**src/common/brisc_pkg.sv**
```systemverilog
package brisc_pkg;

  // Architectural widths.
  localparam int unsigned XLEN       = 32;
  localparam int unsigned REG_ADDR_W = 5;

  // Data word, used for operands, results, PC+4 and load data.
  typedef logic [XLEN-1:0] xlen_t;

  // Register index.
  typedef logic [REG_ADDR_W-1:0] reg_addr_t;

endpackage

```
**src/hw/regfile.sv**
```systemverilog
`timescale 1ns/1ps

module regfile (
  input  logic                 clk,
  input  logic                 rst_n,
  input  logic                 we,
  input  brisc_pkg::reg_addr_t waddr,
  input  brisc_pkg::xlen_t     wdata,
  input  brisc_pkg::reg_addr_t dbg_addr,
  output brisc_pkg::xlen_t     dbg_data
);
  import brisc_pkg::*;

  localparam int unsigned NUM_REGS = 1 << REG_ADDR_W;

  xlen_t regs [NUM_REGS];

  always_ff @(posedge clk) begin
    if (!rst_n) begin
      for (int i = 0; i < NUM_REGS; i++) begin
        regs[i] <= '0;
      end
    end else if (we && waddr != '0) begin
      // x0 stays zero.
      regs[waddr] <= wdata;
    end
  end

  assign dbg_data = regs[dbg_addr];

endmodule

```
**config.mk**
```make
export PLATFORM = sky130hd
export DESIGN_NAME = regfile
export DESIGN_NICKNAME = d
export VERILOG_FILES = /design/src/common/brisc_pkg.sv /design/src/hw/regfile.sv
export SDC_FILE = /design/constraint.sdc
export NUM_CORES = 1
export LEC_CHECK = 0
export BUFFER_PORTS_ARGS = -buffer_cell sky130_fd_sc_hd__buf_2
export CAP_MARGIN = 20
export CORE_ASPECT_RATIO = 0.7
export CORE_MARGIN = 4
export CORE_UTILIZATION = 44
export DETAILED_ROUTE_END_ITERATION = 6
export SYNTH_ARGS = -nofsm -noshare
export SYNTH_HDL_FRONTEND = slang
export SYNTH_SLANG_ARGS = --single-unit
```
**constraint.sdc**
```tcl
create_clock -name clk -period 5.3 [get_ports clk]
set_input_delay 0.53 -clock clk [delete_from_list [all_inputs] [get_ports clk]]
set_output_delay 0.53 -clock clk [all_outputs]
set_load 0.005 [all_outputs]
```
Word-level counts from Yosys, hierarchy flattened
Memories as Yosys holds them, arrays and structs flattened.
Index checks and enable logic that the tools add are counted.
Widths: inputs -> output; s select.
- register bits after elaboration: 0
- RAM bits: 1024
- output and inout port bits: 32
- logic and storage cells: 11
- memories: 1
- memory list (name ; words ; width ; read ports ; clocked after Yosys merged registers in ; wr ports ; RTL line ; text):
    regs ; 32 ; 32 ; 1 ; 0 ; 32 ; regfile.sv:16 ; xlen_t regs [NUM_REGS];
- multiplexer cells: 7
- reduce and logical (&&, ||, !) cells: 3
- operators by type and width (cell ; number):
    $mux 32 ; 1
    $reduce_or 32->1 ; 1
    $mux 1 ; 5
    $mux 5 ; 1
    $reduce_bool 5->1 ; 1
    $logic_and 1x1->1 ; 1

Longest topological paths before layout
Gate-level depths: netlist of the first run.
- depth after elaboration: 7
- depth in mapped cells: 8
- gate-level depth less buffers: 5

Worst setup path after synthesis of the first run
OpenSTA, ideal clock, no wires.
- path kind: input to register
- start point: input port rst_n
- end point: memory regs[24][0] (netlist name), enable pin
- setup time: 0.466 ns
- arrival: 3.416 ns
- data required time: 4.834 ns
- path slack: 1.419 ns
- stages on the path: 4
- buffers on the path: 1
- cells stage by stage: nand2_1 > or3_4 > buf_6 > o21ai_0
- RTL lines (element ; RTL line ; text):
    from (decl) ; regfile.sv:5 ; input logic rst_n,
    to (decl) ; regfile.sv:16 ;

Worst setup path after layout of the first run
- start point: input port dbg_addr[1]
- end point: output port dbg_data[31]
- cells in the longest elaborated chain, start to end: 1
- ends and longest elaborated chain (element ; RTL line ; text):
    from (decl) ; regfile.sv:9 ; input brisc_pkg::reg_addr_t dbg_addr,
    $mem_v2 32x32 ; - ;
    to (decl) ; regfile.sv:10 ; output brisc_pkg::xlen_t dbg_data
No other way between the ends.

==> flow_summary.json, run 1 <==
{
  "synth_edf_count": 1024,
  "irDropWorstVdd_mv": 0.241,
  "gp_congestion": 0.826,
  "first_pass_iters": 5,
  "antenna_found_initial": 5,
  "post_synth_inst_count": 3451,
  "core_area_um2": 105000,
  "synth-seq-cells": 1024,
  "clk_pin_slew_worst_paths_ns": 0.06,
  "viasPerCell": 5.48,
  "vias": 27021,
  "routed_wl_um": 125000,
  "drt_iter0_markers": 2489,
  "p_per_area_nw_per_um2": 343,
  "synth_top_area_cell": "edfxtp_1",
  "async_reset_ff_share_pct": 0,
  "p_leak_uw": 0.0194,
  "first_global_vias": 26584,
  "fin_tns_setup_ns": 0,
  "final_cell_area_um2": 52300,
  "post_cts_buffers": 0,
  "largest_reg_flops": 1024,
  "use_met2_pct": 34.0,
  "grt_overflow_total": 0,
  "initial_core_util_pct": 44.7,
  "setup_slack_ns": 1.81,
  "setup_viol": 0,
  "htree_levels": 3,
  "final-max-slew-violation-count": 0,
  "top_register": "regs",
  "ios": 77,
  "track_usage_pct": 22.3,
  "crit_family": "buffers and inverters",
  "rsz0062_at_grt": "false",
  "placedCellCount": 4742,
  "min_period_ns": 3.49,
  "area_delta_synth_final_pct": 11.4,
  "grt_start_max_net_pins": 129,
  "clockBufferDepth": 3,
  "dp_slack_ns": 1.84,
  "synth_area_leaders": "edfxtp_1 66%, and2_1 13%, mux2i_1 11%, clkbuf_1 1.7%, a22oi_1 1.5%",
  "layout.nets": 3475,
  "grtUsageMet1_pct": 33.8,
  "numCtsBuffers": 100,
  "seq_area_um2": 30700,
  "postCtsHoldBufs": 0,
  "critPathBufInv": 3,
  "ant_nets": 0,
  "cp-start-kind": "primary input",
  "instances_no_fill": 4927,
  "cts_tree": "yes",
  "cp_slowest_stage_delay_ns": 0.59,
  "ys.flop_type": "edfxtp_1",
  "hold_violations": 0,
  "endpoint_kind": "primary output",
  "reg.largest.list": "regs: 1024 flops",
  "worstPathRequired_ns": 4.77,
  "grt_pass1_wl_um": 185000,
  "grt_busiest_layer": "met2",
  "synth.most_common_cell": "edfxtp_1",
  "syn_area_per_cell_um2": 13.6,
  "cts_root_buf": "clkbuf_16",
  "worstPathMaxFanout": 74,
  "path_cells": "buf_8 -> buf_4 -> mux2i_1 -> a22o_1 -> nor3_1 -> a31oi_1 -> nand3_1 -> buf_2",
  "synth_commonest_cells": "1,024 x edfxtp_1, 993 x and2_1, 512 x mux2i_1",
  "multi_input_area_um2": 15300,
  "rows": 99,
  "ys_seq_area_share_pct": 65.5,
  "status": "complete, no violations",
  "fmax_mhz": 286,
  "synth.top_cell.area_share_pct": 65.5,
  "cp_slowest_cell": "buf_8",
  "hp-class": "primary input to flip-flop",
  "grtUsageMet3_pct": 3.93,
  "wl_per_cell_um": 25.3,
  "drc_errors": 0,
  "maxCapViolCount": 0,
  "fp.dieH_um": 281,
  "portBuffers": 76,
  "die_x_um": 398,
  "fillers": 9002,
  "worst_slew_pin_slew_ns": 1.14,
  "arrival_ns": 2.96,
  "relSlewSlack_pct": 23.6,
  "synth_cell_type_count": 32,
  "fp.dieArea_um2": 112000,
  "yosys_warnings": 0,
  "p_total_uw": 17900,
  "cts_sinks": 1024,
  "cts_resized": 0,
  "place_hpwl_um": 75100,
  "period_share_pct": 65.9,
  "critical_path_class": "primary input to primary output",
  "place_area_um2": 49100,
  "syn_area_um2": 46900,
  "drive_gt1_share_pct": 10.8
}
-- final cells by class --
cell class / count / area share, %
inverters: 1 / 0.00718
multi-input cells: 2133 / 29.3
well taps: 1414 / 3.38
diodes: 3 / 0.0144
clock inverters: 58 / 1.10
flip-flops and latches: 1024 / 58.8
repair buffers: 170 / 2.36
clock buffers: 124 / 5.04
-- layout by cell type (no fill, tap or decap), types with 2 or more instances in the layout --
cell type and n:
clkbuf_16 102, conb_1 32, o21ai_4 31, clkinv_1 21, clkinv_8 3, a31oi_1 32
mux2i_1 512, and2_1 992, or3b_1 2, nor2_4 6, edfxtp_1 1024, a22o_1 64
nand3_1 97, nand3b_1 3, bufinv_16 10, clkinvlp_4 4, nor2_2 26, nand2_1 99
clkinv_4 2, a21oi_1 96, clkinv_2 16, clkbuf_1 22, a22oi_1 96, buf_12 11
buf_2 75, nor2_1 2, diode_2 3, nor3_1 32, nor2b_4 2, buf_4 83
-- per-layer routing --
metal	wire [um]	share of wire (%)	vias up
met5	0	0	-
met4	2460	2.0	0
met3	7800	6.3	165
met2	55800	45	837
met1	58500	47	13706
li1	-	-	12313
-- through the flow --
stage,hold slack (ns),util (%)
after floorplan,0.728,-
after global placement,1.17,46.7
after detailed placement,1.18,46.7
after CTS,0.433,49.8
after global routing,0.454,49.8
final,0.473,49.8
-- final timing paths --
check / from / endpoint / cells after the start / slack [ns]
worst max-delay path: dbg_addr[1] / dbg_data[31] / 8 / 1.81
worst min-delay path: wdata[6] / regs[8][6] / 2 / 0.47
-- power by group --
group,switching (uW),internal (uW)
registers,119,9340
clock network,3120,4020
logic,938,414
total,4170,13800
-- kinds of logic after synthesis --
kind of cell    after synthesis  synth area share, %
flops                      1024                 65.5
buf+inv                     325                 3.03
compound gates              319                 4.51
mux                         512                 10.9
simple gates               1270                 16.0
other cells                   1              0.00799
(Power assumes the default switching activity.)
==> inputs of run 2 (changes only) <==
- clock period: 5.3 -> 3.2 ns (I/O delays scaled with it)
==> run 2 against run 1 <==
  * Wire length increased by 2.4%
  * Global-route usage increased by 0.44 points
  * Via count increased by 1.3%
  * Critical endpoint is now dbg_data[20]
  * Largest power group unchanged
  * Highest routed layer is now met5
==> flow_summary.json, run 2 (synthesis gave the netlist of run 1 again) <==
{
  "ant_nets": 0,
  "maxCapViolCount": 0,
  "p_per_area_nw_per_um2": 555,
  "layout_commonest_cell": "edfxtp_1",
  "relSlewSlack_pct": 35.7,
  "cts_tree": "yes",
  "min_period_ns": 2.80,
  "critical_path_class": "flip-flop to primary output",
  "first_pass_iters": 6,
  "setup_viol": 0,
  "hp-class": "primary input to flip-flop",
  "antenna_found_initial": 4,
  "hold_violations": 0,
  "worstPathRequired_ns": 2.88,
  "numCtsBuffers": 97,
  "drive_gt1_share_pct": 12.5,
  "post_cts_buffers": 0,
  "die_x_um": 398,
  "first_global_vias": 27257,
  "period_share_pct": 87.6,
  "rsz0062_at_grt": "false",
  "gp_congestion": 0.859,
  "arrival_ns": 2.48,
  "largest_reg_flops": 1024,
  "rows": 99,
  "track_usage_pct": 22.8,
  "routed_wl_um": 128000,
  "cts_root_buf": "clkbuf_16",
  "top_register": "regs",
  "place_area_um2": 49900,
  "clockBufferDepth": 3,
  "irDropWorstVdd_mv": 0.443,
  "cts_resized": 0,
  "fmax_mhz": 357,
  "reg.largest.list": "regs: 1024 flops",
  "fp.dieH_um": 281,
  "final_cell_area_um2": 52900,
  "portBuffers": 76,
  "drt_iter0_markers": 2713,
  "drc_errors": 0,
  "postCtsHoldBufs": 0,
  "layout.nets": 3543,
  "worstPathMaxFanout": 1,
  "cp-start-kind": "flip-flop",
  "worst_slew_pin_slew_ns": 0.963,
  "status": "complete, no violations",
  "whs_path_depth": 2,
  "vias": 27379,
  "layout_common_cells": "1,024 x edfxtp_1, 992 x and2_1, 512 x mux2i_1, 132 x buf_4, 101 x clkbuf_16",
  "initial_core_util_pct": 44.7,
  "p_total_uw": 29300,
  "ios": 77,
  "grt_start_max_net_pins": 60,
  "grt_overflow_total": 0,
  "wl_per_cell_um": 25.6,
  "cts_sinks": 1024,
  "endpoint_kind": "primary output",
  "grt_pass1_wl_um": 189000,
  "htree_levels": 3,
  "place_hpwl_um": 79200,
  "fp.dieArea_um2": 112000,
  "p_leak_uw": 0.0198,
  "viasPerCell": 5.49,
  "core_area_um2": 105000,
  "area_delta_synth_final_pct": 12.7,
  "final-max-slew-violation-count": 0,
  "clk_pin_slew_worst_paths_ns": 0.07
}
run 2: worst paths after layout:
kind | from | endpoint
worst max-delay path | regs[3][20] | dbg_data[20]
worst min-delay path | wdata[22] | regs[14][22]
run 2: per-layer routing:
metal,track usage (%),vias up,part of all wire (%)
met3,3.36,157,6.5
met4,4.82,2,1.9
met1,35.3,13859,47
li1,-,12454,-
met2,34.0,907,44
met5,0,-,0.0055
run 2: critical path, stage by stage (launching register included):
cell and delay [ns]:
edfxtp_1 0.35, mux2i_1 0.43, a22o_1 0.26, nor3_1 0.10, a31oi_1 0.24, buf_4 0.18
nand3_1 0.09, buf_2 0.15
run 2: through the flow:
stage	util (%)	hold slack, ns	instances	setup TNS, ns	setup WS [ns]
CTS	50.3	0.218	4986	0	0.399
finish	50.4	0.267	4989	0	0.395
floorplan	-	0.518	3482	-173.38	-0.471
global placement	47.5	0.964	4813	0	0.469
detailed placement	47.5	0.961	4813	0	0.524
global route	50.3	0.267	4986	0	0.338
run 2: layout make-up:
cell class | count | area, um^2
diodes | 3 | 7.51
inverters | 1 | 3.75
fillers | 8982 | 52200
flip-flops and latches | 1024 | 30700
clock inverters | 49 | 394
clock buffers | 124 | 2610
well taps | 1414 | 1770
repair buffers | 241 | 2040
multi-input cells | 2133 | 15300
run 2: report_power, final:
group	total (uW)	internal, uW	switching, uW
sequential	15700	15500	195
clock	11300	6240	5060
combinational	2370	761	1610
