===== src/common/brisc_pkg.sv =====
package brisc_pkg;

  // Architectural widths.
  localparam int unsigned XLEN       = 32;
  localparam int unsigned REG_ADDR_W = 5;

  // Data word, used for operands, results, PC+4 and load data.
  typedef logic [XLEN-1:0] xlen_t;

  // Register index.
  typedef logic [REG_ADDR_W-1:0] reg_addr_t;

endpackage


===== src/common/brisc_ctrl_pkg.sv =====
package brisc_ctrl_pkg;

  // Writeback source select.
  typedef enum logic [1:0] {
    FROM_ALU     = 2'b00,
    FROM_CACHE   = 2'b01,
    FROM_PC_NEXT = 2'b10
  } result_src_e;

  // Exception causes reported at writeback.
  typedef enum logic [1:0] {
    NO_XCPT         = 2'b00,
    LOAD_MISALIGNED = 2'b01,
    ILLEGAL_MUL     = 2'b10
  } xcpt_e;

  typedef enum logic [2:0] {
    ADD = 3'b000,
    SUB = 3'b001,
    AND = 3'b010,
    OR  = 3'b011,
    XOR = 3'b100,
    SLT = 3'b101,
    SLL = 3'b110,
    SRL = 3'b111
  } alu_op_e;

  // Codes 3'b100 and up are undefined.
  typedef enum logic [2:0] {
    MUL    = 3'b000,
    MULH   = 3'b001,
    MULHSU = 3'b010,
    MULHU  = 3'b011
  } mul_op_e;

endpackage


===== src/common/exec_wb_if.sv =====


// Last multiplier stage towards writeback.
interface mul_wb_if;
  import brisc_pkg::*;
  import brisc_ctrl_pkg::*;

  logic      valid;
  xlen_t     res;
  reg_addr_t rd;
  xcpt_e     xcpt;

  modport mul_src (output valid, res, rd, xcpt);

  modport wb_dst (input valid, res, rd, xcpt);

endinterface


===== src/hw/mul/mul_unit.sv =====
`timescale 1ns/1ps

module mul_unit #(
  parameter int unsigned MUL_STAGES = 3
) (
  input  logic                   clk,
  input  logic                   rst_n,
  input  logic                   flush,
  input  logic                   mul_valid,
  input  brisc_ctrl_pkg::mul_op_e mul_op,
  input  brisc_pkg::xlen_t       op_a,
  input  brisc_pkg::xlen_t       op_b,
  input  brisc_pkg::reg_addr_t   rd,
  mul_wb_if.mul_src              out,
  output logic                   alu_stall
);
  import brisc_pkg::*;
  import brisc_ctrl_pkg::*;

  // Writeback adds one more register behind these.
  localparam int unsigned DEPTH = MUL_STAGES;

  logic                   sign_a, sign_b, high_half, legal;
  logic signed [XLEN:0]   a_ext, b_ext;
  logic signed [2*XLEN+1:0] product;
  xlen_t                  res_d;
  xcpt_e                  xcpt_d;

  logic [DEPTH-1:0] valid_q;
  xlen_t            res_q  [DEPTH];
  reg_addr_t        rd_q   [DEPTH];
  xcpt_e            xcpt_q [DEPTH];

  always_comb begin
    sign_a    = 1'b0;
    sign_b    = 1'b0;
    high_half = 1'b1;
    legal     = 1'b1;
    case (mul_op)
      MUL:    high_half = 1'b0;
      MULH: begin
        sign_a = 1'b1;
        sign_b = 1'b1;
      end
      MULHSU: sign_a = 1'b1;
      MULHU:  high_half = 1'b1;
      default: legal = 1'b0;
    endcase
  end

  assign a_ext   = {sign_a & op_a[XLEN-1], op_a};
  assign b_ext   = {sign_b & op_b[XLEN-1], op_b};
  assign product = a_ext * b_ext;

  always_comb begin
    res_d  = high_half ? product[2*XLEN-1:XLEN] : product[XLEN-1:0];
    xcpt_d = NO_XCPT;
    if (!legal) begin
      res_d  = '0;
      xcpt_d = ILLEGAL_MUL;
    end
  end

  //////////////////////////////////////////////////////////////////////
  // Pipeline
  //////////////////////////////////////////////////////////////////////

  always_ff @(posedge clk) begin
    if (!rst_n || flush) begin
      valid_q <= '0;
    end else begin
      valid_q[0] <= mul_valid;
      for (int i = 1; i < DEPTH; i++) begin
        valid_q[i] <= valid_q[i-1];
      end
    end
  end

  always_ff @(posedge clk) begin
    res_q[0]  <= res_d;
    rd_q[0]   <= rd;
    xcpt_q[0] <= xcpt_d;
    for (int i = 1; i < DEPTH; i++) begin
      res_q[i]  <= res_q[i-1];
      rd_q[i]   <= rd_q[i-1];
      xcpt_q[i] <= xcpt_q[i-1];
    end
  end

  assign out.valid = valid_q[DEPTH-1];
  assign out.res   = res_q[DEPTH-1];
  assign out.rd    = rd_q[DEPTH-1];
  assign out.xcpt  = xcpt_q[DEPTH-1];

  // ALU issue now would land in WB with this multiply.
  assign alu_stall = valid_q[MUL_STAGES-2];

endmodule


===== src/flat_wrapper.sv =====
// flat-port wrapper written by rule: the top's interface ports become plain ports
module mul_unit_flat import brisc_pkg::*; import brisc_ctrl_pkg::*;
#(
  parameter int unsigned MUL_STAGES = 3
)
  (clk, rst_n, flush, mul_valid, mul_op, op_a, op_b, rd, alu_stall, out_valid, out_res, out_rd, out_xcpt);
  mul_wb_if out_i ();
  input  logic clk;
  input  logic rst_n;
  input  logic flush;
  input  logic mul_valid;
  input  brisc_ctrl_pkg::mul_op_e mul_op;
  input  brisc_pkg::xlen_t op_a;
  input  brisc_pkg::xlen_t op_b;
  input  brisc_pkg::reg_addr_t rd;
  output logic alu_stall;
  output wire logic [$bits(out_i.valid)-1:0] out_valid;
  output wire logic [$bits(out_i.res)-1:0] out_res;
  output wire logic [$bits(out_i.rd)-1:0] out_rd;
  output wire logic [$bits(out_i.xcpt)-1:0] out_xcpt;
  assign out_valid = out_i.valid;
  assign out_res = out_i.res;
  assign out_rd = out_i.rd;
  assign out_xcpt = out_i.xcpt;
  mul_unit #(.MUL_STAGES(MUL_STAGES)) u_core (.clk(clk), .rst_n(rst_n), .flush(flush), .mul_valid(mul_valid), .mul_op(mul_op), .op_a(op_a), .op_b(op_b), .rd(rd), .out(out_i), .alu_stall(alu_stall));
endmodule

===== config.mk =====
export PLATFORM = sky130hd
export DESIGN_NAME = mul_unit_flat
export DESIGN_NICKNAME = d
export VERILOG_FILES = /design/src/common/brisc_pkg.sv /design/src/common/brisc_ctrl_pkg.sv /design/src/common/exec_wb_if.sv /design/src/hw/mul/mul_unit.sv /design/src/flat_wrapper.sv
export SDC_FILE = /design/constraint.sdc
export NUM_CORES = 2
export LEC_CHECK = 0
export BUFFER_PORTS_ARGS = -buffer_cell sky130_fd_sc_hd__buf_2
export CELL_PAD_IN_SITES_DETAIL_PLACEMENT = 1
export CELL_PAD_IN_SITES_GLOBAL_PLACEMENT = 1
export CORE_MARGIN = 2
export CORE_UTILIZATION = 56
export CTS_CLUSTER_SIZE = 8
export DETAILED_ROUTE_END_ITERATION = 8
export MAX_ROUTING_LAYER = met4
export PLACE_DENSITY_LB_ADDON = 0.1
export SLEW_MARGIN = 5
export SYNTH_ARGS = -nofsm -noshare
export SYNTH_HDL_FRONTEND = slang
export SYNTH_SLANG_ARGS = --single-unit

===== constraint.sdc =====
create_clock -name clk -period 14.3 [get_ports clk]
set_input_delay 0.715 -clock clk [delete_from_list [all_inputs] [get_ports clk]]
set_output_delay 0.715 -clock clk [all_outputs]
set_load 0.02 [all_outputs]

Word level (Yosys, flattened, before mapping)
Memories as Yosys holds them, arrays and structs flattened.
Index checks and enable logic that the tools add are counted.
W data, S select, Z words.

operators by class
  reductions and logical operators = 5
  multiplexer cells = 6
  divide/modulo/power cells = 0
  multipliers = 1
  bitwise logic cells = 2
  equal/unequal tests = 3
  add/subtract/negate cells = 0
  shift operators = 0
  magnitude comparators = 0

operator list
  cell                  number
  $mul A33 B33 Y64      1
  $mux W32              2
  $eq A3 B2 Y1 const B  2
  $reduce_or A4 Y1      1
  $eq A3 B1 Y1 const B  1
  $logic_not A3 Y1      1
  $mux W1               3
  $and A1 B1 Y1         2
  $mux W2               1
  $reduce_or A2 Y1      1
  $logic_not A1 Y1      1
  $logic_or A1 B1 Y1    1

word-level totals
  bits of input ports = 76
  output and inout port bits = 41
  bits in registers = 3
  latch bits = 0
  word-level logic and storage cells = 21
  memories kept = 3
  bits in read-only memories = 0
  memory bits (writable) = 117

memory list
  name           depth  bits a word  read ports  clocked after memory_dff  write ports  line            text
  u_core.res_q   3      32           3           0                         3            mul_unit.sv:30  xlen_t res_q [DEPTH];
  u_core.rd_q    3      5            3           0                         3            mul_unit.sv:31  reg_addr_t rd_q [DEPTH];
  u_core.xcpt_q  3      2            3           0                         3            mul_unit.sv:32  xcpt_e xcpt_q [DEPTH];

Depth between registers and ports, before layout
  depth in word-level cells = 7
  mapped depth = 30
  depth with buffers taken out = 28

Worst setup path before layout
OpenSTA, ideal clock, no wires.

  path kind = input port to flip-flop
  from = in mul_op[2]
  to = mem u_core.res_q[0][22] (netlist name)
  stages = 26
  slack = 5749 ps
  library setup time = 92 ps
  path buffers = 3
  data required time = 14208 ps
  data arrival time = 8459 ps
  cell sequence = clkbuf_1 -> nor3b_1 -> clkbuf_1 -> nand2_1 -> fa_1 -> fa_1 -> inv_1 -> fa_1 -> inv_1 -> fa_1 -> inv_1 -> fa_1 -> fa_1 -> fa_1 -> inv_1 -> fa_1 -> inv_1 -> ha_1 -> and2_1 -> clkbuf_1 -> nand3_1 -> nor4_1 -> a21bo_2 -> and2_4 -> and3_1 -> o32ai_1

RTL lines
  item             line                text
  start, declared  flat_wrapper.sv:12  input brisc_ctrl_pkg::mul_op_e mul_op;
  end, declared    mul_unit.sv:30

==> out/qor.txt <==
Run status: completed
CP Launch Type: input pin
Clock H-tree levels: 4
Cts bufs inserted: 17
Hold Path Class: register to register
Initial DRC count: 1670
Initial antenna violation count: 2
Fin. Hold Viols: 0
Row Count: 99
GRT Overall Usage: 35.9%
Fin. max-slew vios: 0
Cell taking the most area after synthesis: fa_1
Yosys top cell area share: 54.6%
Syn Nets: 5901
Filler cells: 8374
Dpl hpwl: 99800 um
Arrival time of the worst setup path: 9.48 ns
First-pass GRT wire length: 201000 um
Core Region: 0.0730 mm^2
Detailed Routing Iterations Pass 1: 5
Postcts setup bufs: 0
Drt total wl: 125000 um
Syn Area/Cell: 9.19 um^2
CTS Hold Buffers Added: 0
Post-synthesis sequential area ratio: 5.68%
Yosys warning total: 0
Max_slew headroom: 27.7%
PostCTS Resize Cnt: 0
Starting Density: 56.5%
Fin util: 58.6%
Layout net count: 5791
# setup viols final: 0
Drt wl/cell: 23.4 um
Worst Path Required: 14.62 ns
CP max FO: 34
Setup TNS: 0 ns
Finished Layout Cells: 5351
Port-buffer cells: 115
Avg Vias per Cell: 5.59
Synth async-reset ratio: 0%
CTS Buffer Depth: 2
Grt ovf: 0
Area delta synth->final: 3.63%
Worst skew pair latency: 0.42 ns
Post-synthesis cell area: 0.0412 mm^2
Vias in the first global route: 35522
Most frequent CP cell: fa_1
Endpoint class of the critical path: register
Worst Max-Slew Pin Slew: 1.08 ns
Synth top cells by count: inv_1 (1171), fa_1 (1125), nand2_1 (799)
Main synth FF type: dfxtp_1
Clock skew: 0.0106 ns
Final cycle utilization of the critical path: 64.1%
CP Class: input pin to register
I/O pin total: 117
Placed Cells: 5318
Ratio of cells with drive above 1 in the final layout: 4.83%
Clock sink count: 117
Tmin final: 9.16 ns
Number of flops mapped to enable cells by yosys: 0
Clk root buf: clkbuf_16
DIE AREA: 0.0758 mm^2
Syn Inst Count: 4488
Synth top area cells: fa_1 (55%), inv_1 (11%), nand2_1 (7.3%)
Count leader, synth: inv_1
RSZ-0062 raised after global routing: no
Die X: 275 um
Maximum capacitance violations: 0
Pin count of the biggest net entering global routing: 36
Gpl congestion: 0.954
Smallest setup slack after layout: 5.14 ns
Antenna Nets Post-Route: 0
Post-synthesis register bit count: 117
CTS tree: built
Slowest CP cell: fa_1
Worst stage delay on the critical path: 0.79 ns
Post-synthesis cell type count: 74
Setup WS pre-CTS: 4.75 ns
DR DRC count: 0
Die Y: 275 um
Reg clk slew, reported paths: 0.06 ns
FMAX: 109 MHz
Vias: 29899
final cells by class:
| class | instances | area, um^2 | share of cell area (%) |
|---|---|---|---|
| Antenna cell | 1 | 2.50 | 0.00585 |
| Clock inverter | 15 | 249 | 0.583 |
| Multi-Input combinational cell | 2928 | 33300 | 78.0 |
| Clock buffer | 17 | 425 | 0.995 |
| Timing Repair Buffer | 143 | 786 | 1.84 |
| Tap cell | 959 | 1200 | 2.81 |
| Sequential cell | 117 | 2340 | 5.48 |
| Inverter | 1171 | 4400 | 10.3 |
cell usage in the layout, fill, tap and decap left out, types with 3 or more instances in the layout:
cell type and count:
a211oi_1 10, clkinv_2 3, inv_6 3, nor3_1 13, nor3b_1 4, o21bai_1 12
nor2b_1 5, o211ai_1 4, nand2_1 799, xnor2_1 46, a2111oi_2 3, nand2b_1 4
inv_1 1171, a32oi_1 3, a2111oi_0 3, nor2_1 61, o31ai_1 4, a211oi_2 5
fa_1 1125, o21ai_1 9, o22ai_1 9, and2_1 317, o21ai_0 26, or2_2 9
and3_1 7, buf_2 115, a21o_1 43, or3_1 7, a21oi_1 66, a31oi_1 10
xor2_1 23, dfxtp_1 117, buf_4 28, ha_1 212, bufinv_16 6, nand3_1 20
nand4_1 18, mux2i_1 3, clkbuf_16 17
final timing paths:
check | slack, ns | start | end | cells past startpoint
min reg2reg | 0.32 | u_core.rd_q[0][6]$_DFF_P_ | u_core.rd_q[0][11]$_DFF_P_ | 0
max | 5.14 | op_a[31] | u_core.res_q[0][31]$_SDFF_PP0_ | 30
min | 0.32 | u_core.rd_q[0][6]$_DFF_P_ | u_core.rd_q[0][11]$_DFF_P_ | 0
max reg2reg | 13.67 | u_core.res_q[0][15]$_SDFF_PP0_ | u_core.res_q[0][47]$_DFF_P_ | 0
flip-flops by register name (all words and copies together) (netlist names):
signal and cells:
u_core.res_q 96, u_core.xcpt_q 3, u_core.valid_q 3, u_core.rd_q 15
per-stage QoR:
step / instance area [um^2] / hold slack (ns)
2_1_floorplan: 41200 / 0.310
6_report: 42700 / 0.320
5_1_grt: 42700 / 0.330
3_3_place_gp: 42100 / 0.310
4_1_cts: 42700 / 0.320
3_5_place_dp: 42100 / 0.313
critical path: cells and delay by family:
| family | cells | cell delay [ns] |
|---|---|---|
| buf+inv | 10 | 1.79 |
| fa+ha+maj | 9 | 5.01 |
| compound gates | 8 | 1.46 |
| xor+xnor | 1 | 0.12 |
| simple gates | 2 | 0.37 |
routing by layer:
metal | up-vias | share of wire, % | global-route usage, %
met5 | - | 0 | -
met3 | 294 | 4.6 | 2.89
met4 | 0 | 3.4 | 11.0
li1 | 12501 | - | -
met2 | 926 | 52 | 61.8
met1 | 16178 | 40 | 45.4
cell families (layout without fill, tap and decap cells):
| family | Yosys count | after routing | share of synthesized area (%) |
|---|---|---|---|
| AND/OR/NAND/NOR | 1277 | 1277 | 14.2 |
| buffers and inverters | 1443 | 1346 | 13.5 |
| XOR/XNOR | 69 | 69 | 1.47 |
| adder cells (fa/ha/maj) | 1337 | 1337 | 61.0 |
| AO/OA/AOI/OAI | 241 | 241 | 4.04 |
| flip-flops | 117 | 117 | 5.68 |
| other | 1 | 2 | 0.00909 |
| multiplexers | 3 | 3 | 0.0728 |
Power is left out: the tool's default activity adds up to more than one toggle a clock period on the data nets, which glitch-free logic cannot reach.
