`src/common/brisc_pkg.sv`:
```
package brisc_pkg;

  // Architectural widths.
  localparam int unsigned XLEN       = 32;
  localparam int unsigned REG_ADDR_W = 5;

  // Data word, used for operands, results, PC+4 and load data.
  typedef logic [XLEN-1:0] xlen_t;

  // Register index.
  typedef logic [REG_ADDR_W-1:0] reg_addr_t;

endpackage

```
`src/common/brisc_ctrl_pkg.sv`:
```
package brisc_ctrl_pkg;

  // Writeback source select.
  typedef enum logic [1:0] {
    FROM_ALU     = 2'b00,
    FROM_CACHE   = 2'b01,
    FROM_PC_NEXT = 2'b10
  } result_src_e;

  // Exception causes reported at writeback.
  typedef enum logic [1:0] {
    NO_XCPT         = 2'b00,
    LOAD_MISALIGNED = 2'b01,
    ILLEGAL_MUL     = 2'b10
  } xcpt_e;

  typedef enum logic [2:0] {
    ADD = 3'b000,
    SUB = 3'b001,
    AND = 3'b010,
    OR  = 3'b011,
    XOR = 3'b100,
    SLT = 3'b101,
    SLL = 3'b110,
    SRL = 3'b111
  } alu_op_e;

  // Codes 3'b100 and up are undefined.
  typedef enum logic [2:0] {
    MUL    = 3'b000,
    MULH   = 3'b001,
    MULHSU = 3'b010,
    MULHU  = 3'b011
  } mul_op_e;

endpackage

```
`src/common/exec_wb_if.sv`:
```
`timescale 1ns/1ps

// ALU C stage towards writeback.
interface alu_wb_if;
  import brisc_pkg::*;
  import brisc_ctrl_pkg::*;

  logic        valid;
  xlen_t       res;
  reg_addr_t   rd;
  logic        reg_write;
  result_src_e result_src;
  xlen_t       pc_plus4;
  xcpt_e       xcpt;

  modport alu_src (
    output valid, res, rd, reg_write, result_src, pc_plus4, xcpt
  );

  modport wb_dst (
    input valid, res, rd, reg_write, result_src, pc_plus4, xcpt
  );

endinterface


```
`src/hw/alu/alu_unit.sv`:
```
`timescale 1ns/1ps

module alu_unit (
  input  logic                       clk,
  input  logic                       rst_n,
  input  logic                       flush,
  input  logic                       alu_valid,
  input  brisc_ctrl_pkg::alu_op_e     alu_op,
  input  brisc_pkg::xlen_t           op_a,
  input  brisc_pkg::xlen_t           op_b,
  input  brisc_pkg::xlen_t           pc_plus4,
  input  brisc_pkg::reg_addr_t       rd,
  input  logic                       reg_write,
  input  brisc_ctrl_pkg::result_src_e result_src,
  input  logic                       alu_stall,
  alu_wb_if.alu_src                  out
);
  import brisc_pkg::*;
  import brisc_ctrl_pkg::*;

  localparam int unsigned SHAMT_W = $clog2(XLEN);

  xlen_t alu_res;
  xcpt_e alu_xcpt;

  always_comb begin
    alu_res = '0;
    case (alu_op)
      ADD: alu_res = op_a + op_b;
      SUB: alu_res = op_a - op_b;
      AND: alu_res = op_a & op_b;
      OR:  alu_res = op_a | op_b;
      XOR: alu_res = op_a ^ op_b;
      SLT: alu_res = xlen_t'($signed(op_a) < $signed(op_b));
      SLL: alu_res = op_a << op_b[SHAMT_W-1:0];
      SRL: alu_res = op_a >> op_b[SHAMT_W-1:0];
      default: alu_res = '0;
    endcase
  end

  // Loads need a word-aligned address.
  assign alu_xcpt = (result_src == FROM_CACHE && alu_res[1:0] != 2'b00) ?
                    LOAD_MISALIGNED : NO_XCPT;

  //////////////////////////////////////////////////////////////////////
  // C stage register
  //////////////////////////////////////////////////////////////////////

  always_ff @(posedge clk) begin
    if (!rst_n || flush) begin
      out.valid <= 1'b0;
    end else begin
      out.valid <= alu_valid && !alu_stall;
    end
  end

  always_ff @(posedge clk) begin
    out.res        <= alu_res;
    out.rd         <= rd;
    out.reg_write  <= reg_write;
    out.result_src <= result_src;
    out.pc_plus4   <= pc_plus4;
    out.xcpt       <= alu_xcpt;
  end

endmodule

```
`src/flat_wrapper.sv`:
```
// flat-port wrapper written by rule: the top's interface ports become plain ports
module alu_unit_flat import brisc_pkg::*; import brisc_ctrl_pkg::*;
  (clk, rst_n, flush, alu_valid, alu_op, op_a, op_b, pc_plus4, rd, reg_write, result_src, alu_stall, out_valid, out_res, out_rd, out_reg_write, out_result_src, out_pc_plus4, out_xcpt);
  alu_wb_if out_i ();
  input  logic clk;
  input  logic rst_n;
  input  logic flush;
  input  logic alu_valid;
  input  brisc_ctrl_pkg::alu_op_e alu_op;
  input  brisc_pkg::xlen_t op_a;
  input  brisc_pkg::xlen_t op_b;
  input  brisc_pkg::xlen_t pc_plus4;
  input  brisc_pkg::reg_addr_t rd;
  input  logic reg_write;
  input  brisc_ctrl_pkg::result_src_e result_src;
  input  logic alu_stall;
  output wire logic [$bits(out_i.valid)-1:0] out_valid;
  output wire logic [$bits(out_i.res)-1:0] out_res;
  output wire logic [$bits(out_i.rd)-1:0] out_rd;
  output wire logic [$bits(out_i.reg_write)-1:0] out_reg_write;
  output wire logic [$bits(out_i.result_src)-1:0] out_result_src;
  output wire logic [$bits(out_i.pc_plus4)-1:0] out_pc_plus4;
  output wire logic [$bits(out_i.xcpt)-1:0] out_xcpt;
  assign out_valid = out_i.valid;
  assign out_res = out_i.res;
  assign out_rd = out_i.rd;
  assign out_reg_write = out_i.reg_write;
  assign out_result_src = out_i.result_src;
  assign out_pc_plus4 = out_i.pc_plus4;
  assign out_xcpt = out_i.xcpt;
  alu_unit u_core (.clk(clk), .rst_n(rst_n), .flush(flush), .alu_valid(alu_valid), .alu_op(alu_op), .op_a(op_a), .op_b(op_b), .pc_plus4(pc_plus4), .rd(rd), .reg_write(reg_write), .result_src(result_src), .alu_stall(alu_stall), .out(out_i));
endmodule
```
`config.mk`:
```
export PLATFORM = sky130hd
export DESIGN_NAME = alu_unit_flat
export DESIGN_NICKNAME = d
export VERILOG_FILES = /design/src/common/brisc_pkg.sv /design/src/common/brisc_ctrl_pkg.sv /design/src/common/exec_wb_if.sv /design/src/hw/alu/alu_unit.sv /design/src/flat_wrapper.sv
export SDC_FILE = /design/constraint.sdc
export NUM_CORES = 1
export LEC_CHECK = 0
export ABC_AREA = 1
export BUFFER_PORTS_ARGS = -buffer_cell sky130_fd_sc_hd__buf_2
export CORE_MARGIN = 4
export CORE_UTILIZATION = 45
export DETAILED_ROUTE_END_ITERATION = 10
export MAX_ROUTING_LAYER = met4
export PLACE_DENSITY = 0.67
export SLEW_MARGIN = 20
export SYNTH_ARGS = -nofsm -noshare
export SYNTH_HDL_FRONTEND = slang
export SYNTH_SLANG_ARGS = --single-unit
```
`constraint.sdc`:
```
create_clock -name clk -period 2.5 [get_ports clk]
set_input_delay 0.125 -clock clk [delete_from_list [all_inputs] [get_ports clk]]
set_output_delay 0.125 -clock clk [all_outputs]
set_load 0.01 [all_outputs]
```
After elaboration in Yosys (flattened, before gate mapping) --
Index checks and enable logic that the tools add are counted.
Storage, ports and cells: register bits after elaboration 75, input bits 112, logic and storage cells 32, output and inout port bits 75
Cells by class: bitwise logic cells 3, eq/ne operators 8, add/subtract/negate cells 2, reduce and logical (&&, ||, !) cells 7, magnitude comparators 1, shift operators 2, mux-type cells 2
Operators by type and width (number):
- 32-bit one-hot mux with 8 select lines | 1
- 32-bit adder | 1
- 32-bit AND | 1
- 32-bit < comparator | 1
- 32-bit bitwise OR | 1
- 32-bit by 5-bit left shift with 32-bit output | 1
- 32-bit by 5-bit right shift with 32-bit output | 1
- 32-bit subtractor | 1
- 32-bit XOR | 1
- 3-bit == test, second input constant | 4
- 3-bit by 2-bit == test with 1-bit output, second input constant | 2
- 3-bit by 1-bit == test with 1-bit output, second input constant | 1
- 3-bit zero test | 1
- 2-bit by 1-bit == test with 1-bit output, second input constant | 1
- 1-bit logical AND | 2
- 1-bit zero test | 2
- 2-bit nonzero test | 1
- 1-bit logical OR | 1
- 1-bit 2-to-1 mux | 1

Longest topological paths before layout --
word-level depth 5, depth in mapped cells 19, depth with buffers taken out 17

Worst setup path before layout --
OpenSTA, ideal clock, no wires.
path type input -> register, start in op_b[3], end reg u_core.out.res[28], setup slack 293 ps, data required time 2380 ps, setup time 120 ps, data arrival time 2087 ps, stages on the path 17, path buffers 3, path through buf_2 inv_1 buf_2 clkbuf_1 ha_1 inv_2 a21oi_1 nand2_1 nand2_1 nand2_1 inv_1 o21bai_2 nand3_1 nand3_1 nand2_1 nand3_1 nand3_1
Between the ends: word-level cells in the longest chain between the ends 2, elaborated cells between the ends (all ways) 5, those cells by class 2 x add/sub; 2 x shift; 1 x mux
Ends and longest elaborated chain:
- start, declared | line flat_wrapper.sv:11 | input brisc_pkg::xlen_t op_b;
- 32-bit subtractor (tied with other cells) | line alu_unit.sv:30 | SUB: alu_res = op_a - op_b;
- 32-bit one-hot mux with 8 select lines (*) | line alu_unit.sv:28 | case (alu_op)
- via u_core.alu_res[28] | line alu_unit.sv:23 | xlen_t alu_res;
- end signal, assigned | line alu_unit.sv:58 | out.res <= alu_res;
- end, declared | line exec_wb_if.sv:17 | output valid, res, rd, reg_write, result_src, pc_plus4, xcpt
Mark *: on every way through the listed nets, which the timed path passes. The rest lies on a longest branch. A chain may end at the register's enable or synchronous reset.

Final worst setup path --
start in op_a[0], end reg u_core.out.xcpt[0]
Between the ends: word-level cells in the longest chain between the ends 5, elaborated cells between the ends (all ways) 12, those cells by class 2 x add/sub; 1 x order compare; 2 x shift; 2 x mux; 3 x bitwise; 2 x reduce/logical
Ends and longest elaborated chain:
- start, declared | line flat_wrapper.sv:10 | input brisc_pkg::xlen_t op_a;
- 32-bit subtractor (tied with other cells) | line alu_unit.sv:30
- 32-bit one-hot mux with 8 select lines (*) | line alu_unit.sv:28
- 2-bit nonzero test (*) | line alu_unit.sv:42 | assign alu_xcpt = (result_src == FROM_CACHE && alu_res[1:0] != 2'b00) ?
- 1-bit logical AND (*) | line alu_unit.sv:42
- 1-bit 2-to-1 mux (*) | line alu_unit.sv:42
- via u_core.alu_xcpt[0] | line alu_unit.sv:24 | xcpt_e alu_xcpt;
- end signal, assigned | line alu_unit.sv:63 | out.xcpt <= alu_xcpt;
- end, declared | line exec_wb_if.sv:17
Marks and branches as above.

==> key figures <==
Pwr
  • Worst VDD drop: 267 uV
  • Leak: 6.55 nW
  • Power Density: 424 nW/um2

STA
  • Final setup vio count: 0
  • Final period utilization: 0.823
  • Final hold violations: 0
  • RSZ-0062 raised after global routing: no
  • Fmax: 0.486 GHz
  • Setup_tns: 0 ns
  • Actual slew at the worst max-slew pin: 0.642 ns
  • Max_slew headroom: 0.569
  • Final Critical Period: 2.06 ns
  • Fin. max-slew vios: 0

GRT
  • Initial antenna violation count: 1
  • Global-route wire length before repair: 76400 um
  • GRT Util Overall: 0.399
  • Vias in the first global route: 12700
  • Global route overflow: 0
  • Largest net degree at the start of global routing: 66

Yosys
  • Syn avg cell area: 5.65 um2
  • Synth area leader: nand2_1
  • Dominant synthesized flop cell: dfxtp_1
  • Cell area after synthesis: 10300 um2
  • Yosys warning count: 0
  • Yosys reg bits: 74
  • Synth Instances: 1825
  • Async SR Flop Fraction: 0
  • Seq/Total Area, Yosys: 0.144
  • Synth top area cells: nand2_1 (16%), dfxtp_1 (14%), nand3_1 (12%), ha_1 (12%), inv_1 (7.7%)
  • Syn Nets: 2036
  • Synth unique cells: 49
  • EDFF count, synth: 0
  • Share of the synthesized area in the top cell type: 0.161

Detailed routing
  • DRT Pass-1 Iters: 6
  • DR DRC count: 0
  • Post-route ant nets: 0
  • Detail-routed net length per standard cell: 22.0 um
  • Via density: 5.84
  • DRT Wirelength: 51600 um
  • Detailed Route Iter0 Violations: 1610
  • Vias post-DR: 13700

Min path
  • Hold Path Stages: 5
  • Hold crit path type: in2reg
  • Worst hold endpoint: u_core.out.res[2]
  • Hold path startpoint: alu_op[2]

Critical path
  • Crit path required time: 2.76 ns
  • Worst-path maximum fanout: 4
  • Critical Path AT: 2.32 ns
  • CP startpoint kind: input pin
  • CP Class: in2reg
  • Setup crit start: op_a[0]
  • Setup crit end kind: register

Clock tree
  • Root buf cell: clkbuf_16
  • Clock Pin Slew Worst Setup and Hold Paths: 0.08 ns
  • CTS tree: yes
  • TritonCTS buffer count: 9
  • Htree depth: 3
  • Postcts setup bufs: 0
  • Hold-fix buffers, CTS: 42
  • Cts repair resizes: 0
  • CTS Buffer Depth: 2
  • CTS sink count: 74

Finish
  • Most frequent cells in the layout: nand2_1 (444), nand3_1 (253), inv_1 (209)
  • Commonest non-fill, non-tap cell in the layout: nand2_1
  • Fin cells: 2347
  • Nets: 2268
  • Share of cells above drive strength 1: 0.147
  • Layout area overhead: 21.7%

Floorplan
  • Die area: 25400 um2
  • I/O pins: 187
  • Initial cell density of the core: 0.457
  • Row Count: 55
  • Chip width: 159 um
  • Core area: 22600 um2
  • Die Y: 159 um

Place
  • HPWL Detailed: 41400 um
  • GP Congestion: 1.06
  • Dpl cells: 2289
  • IO buf count: 185

Run status
  • Status: complete, no violations

Job
  • Max cap viols: 0
-- metrics by stage --
stage / utilization / area (um2) / power [W] / hold slack [ns] / worst slack (ns)
after floorplan: - / 10300 / 0.00279 / 0.153 / 0.293
after global placement: 0.524 / 11800 / 0.00377 / 0.227 / 0.155
after detailed placement: 0.524 / 11800 / 0.00377 / 0.229 / 0.145
after CTS: 0.556 / 12600 / 0.00525 / 0.230 / 0.502
after global routing: 0.556 / 12600 / 0.00561 / 0.295 / 0.265
final: 0.556 / 12600 / 0.00533 / 0.234 / 0.443
-- kinds of logic (layout without fill, tap and decap cells) --
group	Yosys count	count (layout)	share of synthesized area
buffers and inverters	304	540	0.123
AOI/OAI and AO/OA	353	353	0.194
xor gates and xnor gates	7	7	0.00594
and+or+nand+nor	980	980	0.405
DFF	74	74	0.144
adders and majority gates	99	99	0.121
other	1	2	0.000363
muxes	7	7	0.00679
-- sequential cells by signal, indices dropped and copies added (netlist names) --
signal                 count
u_core.out.xcpt            1
u_core.out.valid           1
u_core.out.reg_write       1
u_core.out.result_src      2
u_core.out.pc_plus4       32
u_core.out.rd              5
u_core.out.res            32
-- routing by layer --
metal  vias up  wire, um  GRT usage
met3       155      4800     0.0683
met4         0      3690      0.237
met5         -         0          -
met2       907     22400      0.612
met1      6136     20700      0.494
li1       6507         -          -
-- area by class of cell --
type	count	area, um2
diodes	1	2.50
clock buffers	9	225
clock inverters	6	90.1
fillers	2375	10000
inverters	222	836
multi-input cells	1447	7580
flip-flops and latches	74	1480
well taps	285	357
repair buffers	303	1990
-- cells in the mapped netlist (2+ instances only) --
cell	n
or2_2	3
or2_1	5
inv_1	211
ha_1	97
o21ai_2	3
nand2_1	444
xor2_1	7
and2_1	4
o22ai_1	19
nor4_1	5
a21o_1	4
o21bai_1	14
a221oi_1	5
nor2_1	198
buf_1	10
clkbuf_1	17
and3_1	4
nor3_1	32
a211oi_1	2
dfxtp_1	74
buf_4	4
or2_0	2
a21oi_2	3
clkinv_1	3
o21a_1	9
nand2_2	3
buf_2	43
nand3_1	253
a21boi_0	3
o221ai_1	4
nand4_1	23
o21ai_1	25
nor2_4	2
o21ai_0	112
a31oi_1	8
a21oi_1	118
mux2i_1	7
inv_2	7
fa_1	2
o211ai_1	21
buf_6	7
-- power breakdown --
part	internal (W)	switching, W	total (W)	leakage [nW]
Combinational	0.000850	0.00171	0.00256	5.78
Sequential	0.00130	0.0000406	0.00134	0.622
Clock	0.000872	0.000561	0.00143	0.152
Total	0.00302	0.00231	0.00533	6.55
-- critical path, cell delays in order --
cell and delay [ns]:
buf_2 0.12, inv_1 0.11, ha_1 0.17, inv_1 0.07, fa_1 0.43, nand3_1 0.11
nand2_1 0.11, nand2_1 0.10, nand2_1 0.10, nand2_1 0.08, nand2_1 0.12, nand2_1 0.11
nand3_1 0.08, nand3_1 0.23, nand4_1 0.13, nand2_1 0.08, inv_1 0.04
-- worst max-delay path by stage --
stage | end | cells after the start
floorplan | u_core.out.res[28] | 17
global placement | u_core.out.xcpt[0] | 17
detailed placement | u_core.out.xcpt[0] | 17
CTS | u_core.out.xcpt[0] | 17
global route | u_core.out.xcpt[0] | 18
finish | u_core.out.xcpt[0] | 17
Note: power is estimated with default switching activity, not from simulation.
