<file path="src/common/brisc_pkg.sv">
package brisc_pkg;

  // Architectural widths.
  localparam int unsigned XLEN       = 32;
  localparam int unsigned REG_ADDR_W = 5;

  // Data word, used for operands, results, PC+4 and load data.
  typedef logic [XLEN-1:0] xlen_t;

  // Register index.
  typedef logic [REG_ADDR_W-1:0] reg_addr_t;

endpackage

</file>
<file path="src/common/brisc_ctrl_pkg.sv">
package brisc_ctrl_pkg;

  // Writeback source select.
  typedef enum logic [1:0] {
    FROM_ALU     = 2'b00,
    FROM_CACHE   = 2'b01,
    FROM_PC_NEXT = 2'b10
  } result_src_e;

  // Exception causes reported at writeback.
  typedef enum logic [1:0] {
    NO_XCPT         = 2'b00,
    LOAD_MISALIGNED = 2'b01,
    ILLEGAL_MUL     = 2'b10
  } xcpt_e;

  typedef enum logic [2:0] {
    ADD = 3'b000,
    SUB = 3'b001,
    AND = 3'b010,
    OR  = 3'b011,
    XOR = 3'b100,
    SLT = 3'b101,
    SLL = 3'b110,
    SRL = 3'b111
  } alu_op_e;

  // Codes 3'b100 and up are undefined.
  typedef enum logic [2:0] {
    MUL    = 3'b000,
    MULH   = 3'b001,
    MULHSU = 3'b010,
    MULHU  = 3'b011
  } mul_op_e;

endpackage

</file>
<file path="src/common/exec_wb_if.sv">
`timescale 1ns/1ps

// ALU C stage towards writeback.
interface alu_wb_if;
  import brisc_pkg::*;
  import brisc_ctrl_pkg::*;

  logic        valid;
  xlen_t       res;
  reg_addr_t   rd;
  logic        reg_write;
  result_src_e result_src;
  xlen_t       pc_plus4;
  xcpt_e       xcpt;

  modport alu_src (
    output valid, res, rd, reg_write, result_src, pc_plus4, xcpt
  );

  modport wb_dst (
    input valid, res, rd, reg_write, result_src, pc_plus4, xcpt
  );

endinterface

// Last multiplier stage towards writeback.
interface mul_wb_if;
  import brisc_pkg::*;
  import brisc_ctrl_pkg::*;

  logic      valid;
  xlen_t     res;
  reg_addr_t rd;
  xcpt_e     xcpt;

  modport mul_src (output valid, res, rd, xcpt);

  modport wb_dst (input valid, res, rd, xcpt);

endinterface

</file>
<file path="src/hw/wb/wb_stage.sv">
`timescale 1ns/1ps

module wb_stage (
  input  logic                 clk,
  input  logic                 rst_n,
  input  logic                 flush,
  alu_wb_if.wb_dst             alu_in,
  mul_wb_if.wb_dst             mul_in,
  input  brisc_pkg::xlen_t     read_data,
  output logic                 rf_we,
  output brisc_pkg::reg_addr_t rf_waddr,
  output brisc_pkg::xlen_t     rf_wdata,
  output logic                 wb_valid,
  output brisc_pkg::reg_addr_t wb_rd,
  output brisc_pkg::xlen_t     wb_result,
  output brisc_ctrl_pkg::xcpt_e wb_xcpt
);
  import brisc_pkg::*;
  import brisc_ctrl_pkg::*;

  logic        alu_valid_q;
  xlen_t       alu_res_q;
  reg_addr_t   alu_rd_q;
  logic        alu_reg_write_q;
  result_src_e alu_src_q;
  xlen_t       alu_pc4_q;
  xcpt_e       alu_xcpt_q;
  xlen_t       read_data_q;

  logic        mul_valid_q;
  xlen_t       mul_res_q;
  reg_addr_t   mul_rd_q;
  xcpt_e       mul_xcpt_q;

  logic        writes;

  //////////////////////////////////////////////////////////////////////
  // C to WB registers
  //////////////////////////////////////////////////////////////////////

  always_ff @(posedge clk) begin
    if (!rst_n || flush) begin
      alu_valid_q <= 1'b0;
      mul_valid_q <= 1'b0;
    end else begin
      alu_valid_q <= alu_in.valid;
      mul_valid_q <= mul_in.valid;
    end
  end

  always_ff @(posedge clk) begin
    alu_res_q       <= alu_in.res;
    alu_rd_q        <= alu_in.rd;
    alu_reg_write_q <= alu_in.reg_write;
    alu_src_q       <= alu_in.result_src;
    alu_pc4_q       <= alu_in.pc_plus4;
    alu_xcpt_q      <= alu_in.xcpt;
    // Cache data belongs to the load now in C.
    read_data_q     <= read_data;
    mul_res_q       <= mul_in.res;
    mul_rd_q        <= mul_in.rd;
    mul_xcpt_q      <= mul_in.xcpt;
  end

  //////////////////////////////////////////////////////////////////////
  // Result select and arbitration
  //////////////////////////////////////////////////////////////////////

  always_comb begin
    wb_rd     = '0;
    wb_result = '0;
    wb_xcpt   = NO_XCPT;
    writes    = 1'b0;
    if (alu_valid_q) begin
      case (alu_src_q)
        FROM_ALU:     wb_result = alu_res_q;
        FROM_CACHE:   wb_result = read_data_q;
        FROM_PC_NEXT: wb_result = alu_pc4_q;
        default:      wb_result = '0;
      endcase
      wb_rd   = alu_rd_q;
      wb_xcpt = alu_xcpt_q;
      writes  = alu_reg_write_q;
    end else if (mul_valid_q) begin
      wb_result = mul_res_q;
      wb_rd     = mul_rd_q;
      wb_xcpt   = mul_xcpt_q;
      writes    = 1'b1;
    end
  end

  assign wb_valid = alu_valid_q | mul_valid_q;

  // Excepting instructions never reach the register file.
  assign rf_we    = writes && (wb_xcpt == NO_XCPT);
  assign rf_waddr = wb_rd;
  assign rf_wdata = wb_result;

endmodule

</file>
<file path="src/flat_wrapper.sv">
// flat-port wrapper written by rule: the top's interface ports become plain ports
module wb_stage_flat import brisc_pkg::*; import brisc_ctrl_pkg::*;
  (clk, rst_n, flush, read_data, rf_we, rf_waddr, rf_wdata, wb_valid, wb_rd, wb_result, wb_xcpt, alu_in_valid, alu_in_res, alu_in_rd, alu_in_reg_write, alu_in_result_src, alu_in_pc_plus4, alu_in_xcpt, mul_in_valid, mul_in_res, mul_in_rd, mul_in_xcpt);
  alu_wb_if alu_in_i ();
  mul_wb_if mul_in_i ();
  input  logic clk;
  input  logic rst_n;
  input  logic flush;
  input  brisc_pkg::xlen_t read_data;
  output logic rf_we;
  output brisc_pkg::reg_addr_t rf_waddr;
  output brisc_pkg::xlen_t rf_wdata;
  output logic wb_valid;
  output brisc_pkg::reg_addr_t wb_rd;
  output brisc_pkg::xlen_t wb_result;
  output brisc_ctrl_pkg::xcpt_e wb_xcpt;
  input wire logic [$bits(alu_in_i.valid)-1:0] alu_in_valid;
  input wire logic [$bits(alu_in_i.res)-1:0] alu_in_res;
  input wire logic [$bits(alu_in_i.rd)-1:0] alu_in_rd;
  input wire logic [$bits(alu_in_i.reg_write)-1:0] alu_in_reg_write;
  input wire logic [$bits(alu_in_i.result_src)-1:0] alu_in_result_src;
  input wire logic [$bits(alu_in_i.pc_plus4)-1:0] alu_in_pc_plus4;
  input wire logic [$bits(alu_in_i.xcpt)-1:0] alu_in_xcpt;
  input wire logic [$bits(mul_in_i.valid)-1:0] mul_in_valid;
  input wire logic [$bits(mul_in_i.res)-1:0] mul_in_res;
  input wire logic [$bits(mul_in_i.rd)-1:0] mul_in_rd;
  input wire logic [$bits(mul_in_i.xcpt)-1:0] mul_in_xcpt;
  assign alu_in_i.valid = alu_in_valid;
  assign alu_in_i.res = alu_in_res;
  assign alu_in_i.rd = alu_in_rd;
  assign alu_in_i.reg_write = alu_in_reg_write;
  assign alu_in_i.result_src = alu_in_result_src;
  assign alu_in_i.pc_plus4 = alu_in_pc_plus4;
  assign alu_in_i.xcpt = alu_in_xcpt;
  assign mul_in_i.valid = mul_in_valid;
  assign mul_in_i.res = mul_in_res;
  assign mul_in_i.rd = mul_in_rd;
  assign mul_in_i.xcpt = mul_in_xcpt;
  wb_stage u_core (.clk(clk), .rst_n(rst_n), .flush(flush), .alu_in(alu_in_i), .mul_in(mul_in_i), .read_data(read_data), .rf_we(rf_we), .rf_waddr(rf_waddr), .rf_wdata(rf_wdata), .wb_valid(wb_valid), .wb_rd(wb_rd), .wb_result(wb_result), .wb_xcpt(wb_xcpt));
endmodule
</file>
<file path="config.mk">
export PLATFORM = sky130hd
export DESIGN_NAME = wb_stage_flat
export DESIGN_NICKNAME = d
export VERILOG_FILES = /design/src/common/brisc_pkg.sv /design/src/common/brisc_ctrl_pkg.sv /design/src/common/exec_wb_if.sv /design/src/hw/wb/wb_stage.sv /design/src/flat_wrapper.sv
export SDC_FILE = /design/constraint.sdc
export NUM_CORES = 1
export LEC_CHECK = 0
export ABC_AREA = 1
export BUFFER_PORTS_ARGS = -buffer_cell sky130_fd_sc_hd__buf_2
export CAP_MARGIN = 20
export CELL_PAD_IN_SITES_DETAIL_PLACEMENT = 0
export CELL_PAD_IN_SITES_GLOBAL_PLACEMENT = 1
export CORE_MARGIN = 5
export CORE_UTILIZATION = 29
export CTS_BUF_LIST = sky130_fd_sc_hd__clkbuf_16
export CTS_CLUSTER_DIAMETER = 200
export DETAILED_ROUTE_END_ITERATION = 8
export GPL_TIMING_DRIVEN = 1
export PLACE_DENSITY_LB_ADDON = 0.1
export REMOVE_ABC_BUFFERS = 1
export SLEW_MARGIN = 10
export SYNTH_ARGS = -nofsm -noshare
export SYNTH_HDL_FRONTEND = slang
export SYNTH_SLANG_ARGS = --single-unit
</file>
<file path="constraint.sdc">
create_clock -name clk -period 1.1 [get_ports clk]
set_input_delay 0.22 -clock clk [delete_from_list [all_inputs] [get_ports clk]]
set_output_delay 0.22 -clock clk [all_outputs]
set_load 0.01 [all_outputs]
</file>
After elaboration in Yosys (flattened, before gate mapping)
Index checks and enable logic that the tools add are counted.

$add $sub $neg: 0. Multiply operators: 0. Divide/modulo/power cells: 0. $lt $le $gt $ge: 0. Equality and inequality tests: 2. Shift-type cells: 0. Multiplexer cells: 9. Bitwise gates (word level): 1. Reduce and logical (&&, ||, !) cells: 5.

Operators with widths (number): case mux 32 bit (3 select lines) (1); two-way mux 32 bit (2); two-way mux 5 bit (2); zero test 2 bit (2); two-way mux 2 bit (2); equality test 2 x 1 -> 1 bit, second input constant (1); equality test 2 bit, second input constant (1); two-way mux 1 bit (2); logical AND 1 bit (1); zero test 1 bit (1); logical OR 1 bit (1); OR 1 bit (1).

Register bits: 147. Latch bits: 0. Bits in writable memories: 0. Bits in read-only memories: 0. Input port bits: 150. Output and inout port bits: 78. Logic and storage cells: 29. Memories kept: 0.

Depth between registers and ports, before layout
Word-level depth: 4. Depth in mapped cells: 8.

Least setup slack after synthesis
Ideal clock, no wire load.

Path type: flip-flop to output port. Start: register u_core.alu_src_q[1]. End: output port wb_result[10]. Arrival time: 1.088 ns. Data required time: 0.880 ns. Path slack: -0.208 ns. Cell stages (with the launch flop): 9. Cells stage by stage: dfxtp_1 -> buf_4 -> inv_2 -> buf_4 -> nand3_1 -> nand3_1 -> nand2_1 -> nand2_1 -> buf_4.

Longest elaborated chain between the ends: 3. Elaborated cells between the ends (all ways): 5. Those cells by class: 2 x eq/ne; 2 x mux; 1 x reduce/logical.

Ends and longest elaborated chain: start: declaration (RTL line wb_stage.sv:25) `result_src_e alu_src_q;`; start signal: assignment (RTL line wb_stage.sv:55) `alu_src_q <= alu_in.result_src;`; equality test 2 bit, or another cell as far along (RTL line wb_stage.sv:75) `case (alu_src_q)`; case mux 32 bit (3 select lines) * (RTL line wb_stage.sv:75); two-way mux 32 bit * (RTL line wb_stage.sv:74) `if (alu_valid_q) begin`; end: declaration (RTL line flat_wrapper.sv:15) `output brisc_pkg::xlen_t wb_result;`.

Every way passes the cells marked *; elsewhere a longest branch is shown, timed or not.

Worst setup path after layout
Start: register u_core.alu_src_q[1]. End: output port rf_wdata[19].

Longest elaborated chain between the ends: 3. Elaborated cells between the ends (all ways): 5. Those cells by class: 2 x eq/ne; 2 x mux; 1 x reduce/logical.

Ends and longest elaborated chain: equality test 2 bit, or another cell as far along (RTL line wb_stage.sv:75); case mux 32 bit (3 select lines) * (RTL line wb_stage.sv:75); two-way mux 32 bit * (RTL line wb_stage.sv:74); end: declaration (RTL line flat_wrapper.sv:12) `output brisc_pkg::xlen_t rf_wdata;`.

Marked as above.

==> impl_metrics.tcl <==
set metrics [dict create \
    status "finished with violations" \
    failed_checks "negative setup slack" \
    grt_pass1_wl_um 21700 \
    grt.total_usage 0.155 \
    p_per_area_mw_per_mm2 1500 \
    firstDrtPassIters 4 \
    placedCellCount 834 \
    crit_family "simple AND/OR/NAND/NOR gates" \
    viasPerCell 4.13 \
    die_h_um 135 \
    dpl.hpwl_um 9630 \
    io_pins 228 \
    slowest_delay_ns 0.38 \
    h-tree-depth 4 \
    ant_nets 0 \
    end_kind "output port" \
    timing.critical_path.mode_cell "nand2_1" \
    row_count 45 \
    clock-sinks 147 \
    criticalPathCategory "register to output port" \
    fillers 1394 \
    multiInputGateArea_mm2 0.00132 \
    arrival_ns 1.59 \
    fin_ws_ns -0.712 \
    drcViolationCount 0 \
    slowest_stage "dfxtp_4" \
    rsz0062_at_grt "true" \
    root_buffer "clkbuf_16" \
    instances_no_fill 1018 \
    setup_viol 78 \
    whs_path_depth 3 \
    path_max_fanout 6 \
    grt_remaining_overflow 0 \
    drive_gt1_frac 0.415 \
    nets 967 \
    synth_cells 459 \
    fin_crit_ns 1.81 \
    p_leak_nw 4.09 \
    finalMaxSlewViolations 0 \
    critPathLaunchType "register" \
    ys_ff_latch 147 \
    dr_total_vias 4202 \
    worst-path-buf-inv 2 \
    synth_area_mm2 0.00451 \
    max_slew_margin 0.838 \
    preCtsSetupSlack_ns -0.292 \
    synth_cell_types 15 \
    tightest_slew_ns 0.242 \
    worstHoldPathType "primary input to register" \
    fmax_mhz 552 \
    drtIter0Drc 92 \
    max-cap-violations 0 \
    synth-seq-area-share 0.653 \
    grt_pass1_vias 4374 \
    synthToLayoutAreaGrowth_pct 80.9 \
    ys_warn_count 0 \
    start_util 0.296 \
    place_congestion 0.717 \
    io_buffers 227 \
    whs_endpoint "u_core.mul_valid_q" \
    clk_pin_slew_ns 0.06 \
    hold_violations 0 \
    cts_made_buffers 17 \
    regArea_mm2 0.00295 \
    die_x_um 135 \
    cts_tree "yes" \
    antenna_found_initial 1 \
    clk_path_buf_depth 2 \
    postLayoutCoreUtil 0.536 \
    grt_max_degree 20 \
    cp_cell_sequence "nor2_8, clkbuf_16, nand2_2, nand3_2, nand2_1, nand2_1, buf_2" \
    avgSynthCellArea_um2 9.82 \
    period_share 1.65 \
    ir_drop_uv 1160 \
    routedWlPerCell_um 14.5 \
    wl_um 14700 \
    core-area_mm2 0.0152 \
    hold_ws_ns 0.0448 \
    hold_path_startpoint "rst_n" \
    crit_required_ns 0.88 \
    setup_tns_ns -50.43 \
    floorplan.die_area_mm2 0.0181 \
]
## worst max-delay path by stage
stage | depth (start not counted) | slack (ns) | startpoint | to
floorplan | 5 | -0.85 | u_core.alu_src_q[1] | rf_wdata[0]
global placement | 7 | -0.29 | u_core.alu_src_q[0] | rf_wdata[16]
detailed placement | 7 | -0.29 | u_core.alu_src_q[0] | wb_result[16]
CTS | 7 | -0.70 | u_core.alu_src_q[0] | wb_result[13]
global route | 7 | -0.80 | u_core.alu_src_q[1] | wb_result[1]
finish | 7 | -0.71 | u_core.alu_src_q[1] | rf_wdata[19]
## kinds of logic after synthesis
| logic type | synth area share |
|---|---|
| buf+inv | 0.104 |
| compound gates | 0.0108 |
| simple gates | 0.232 |
| flops | 0.653 |
## report_power, final
group / leakage, nW / switching [mW] / internal [mW]
sequential: 1.24 / 0.0971 / 5.61
clock: 0.266 / 2.06 / 2.99
combinational: 2.58 / 0.595 / 0.897
## cell type report
cell class / count / share of cell area
diodes: 1 / 0.000307
clock buffers: 17 / 0.0522
clock inverters: 14 / 0.0101
inverters: 5 / 0.00261
multi-input cells: 244 / 0.162
flip-flops and latches: 147 / 0.362
well taps: 188 / 0.0289
repair buffers: 402 / 0.382
## repair_timing
item,in CTS,in global routing
setup endpoints to repair,78,78
pin swaps,0,25
hold buffers,146,0
cloned,0,4
buffers inserted,1,1
endpoints found under the hold margin,147,0
gates resized for setup,10,84
## synthesized netlist by cell type
cell	count	area, um2
a22o_1	5	43.8
buf_1	2	7.51
buf_2	11	55.1
buf_4	47	353
buf_6	3	33.8
dfxtp_1	147	2940
inv_1	3	11.3
inv_2	2	7.51
nand2_1	136	510
nand3_1	97	485
nor2_1	1	3.75
nor2_4	1	11.3
nor2_8	1	20.0
nor3b_1	2	15.0
o21ai_0	1	5.00
## layout by cell type (no fill, tap or decap), drive strengths merged
master         n
bufinv         1
nor3b          2
clkbuf        20
dfxtp        147
o21ai          1
buf          253
nor2           3
nand3         97
a22o           5
dlygate4sd3  146
diode          1
nand2        136
clkinv         9
inv            9
## flip-flops by register name, indices dropped and copies added, names as in the netlist, 5 cells and up
name and cells:
u_core.alu_pc4_q 32, u_core.mul_rd_q 5, u_core.alu_res_q 32, u_core.read_data_q 32
u_core.alu_rd_q 5, u_core.mul_res_q 32
## through the flow
stage | instance area, um2 | total power, mW
after floorplan | 4060 | 6.14
after global placement | 5690 | 6.74
after detailed placement | 5690 | 6.75
after CTS | 7700 | 12.2
after global routing | 8150 | 12.8
final | 8150 | 12.3
## metal layers
layer	global-route usage	vias up	share of wire
li1	-	2161	-
met1	0.171	1897	0.40
met2	0.281	129	0.52
met3	0.0481	15	0.060
met4	0.0537	0	0.017
met5	0	-	0
(Power assumes the default switching activity.)
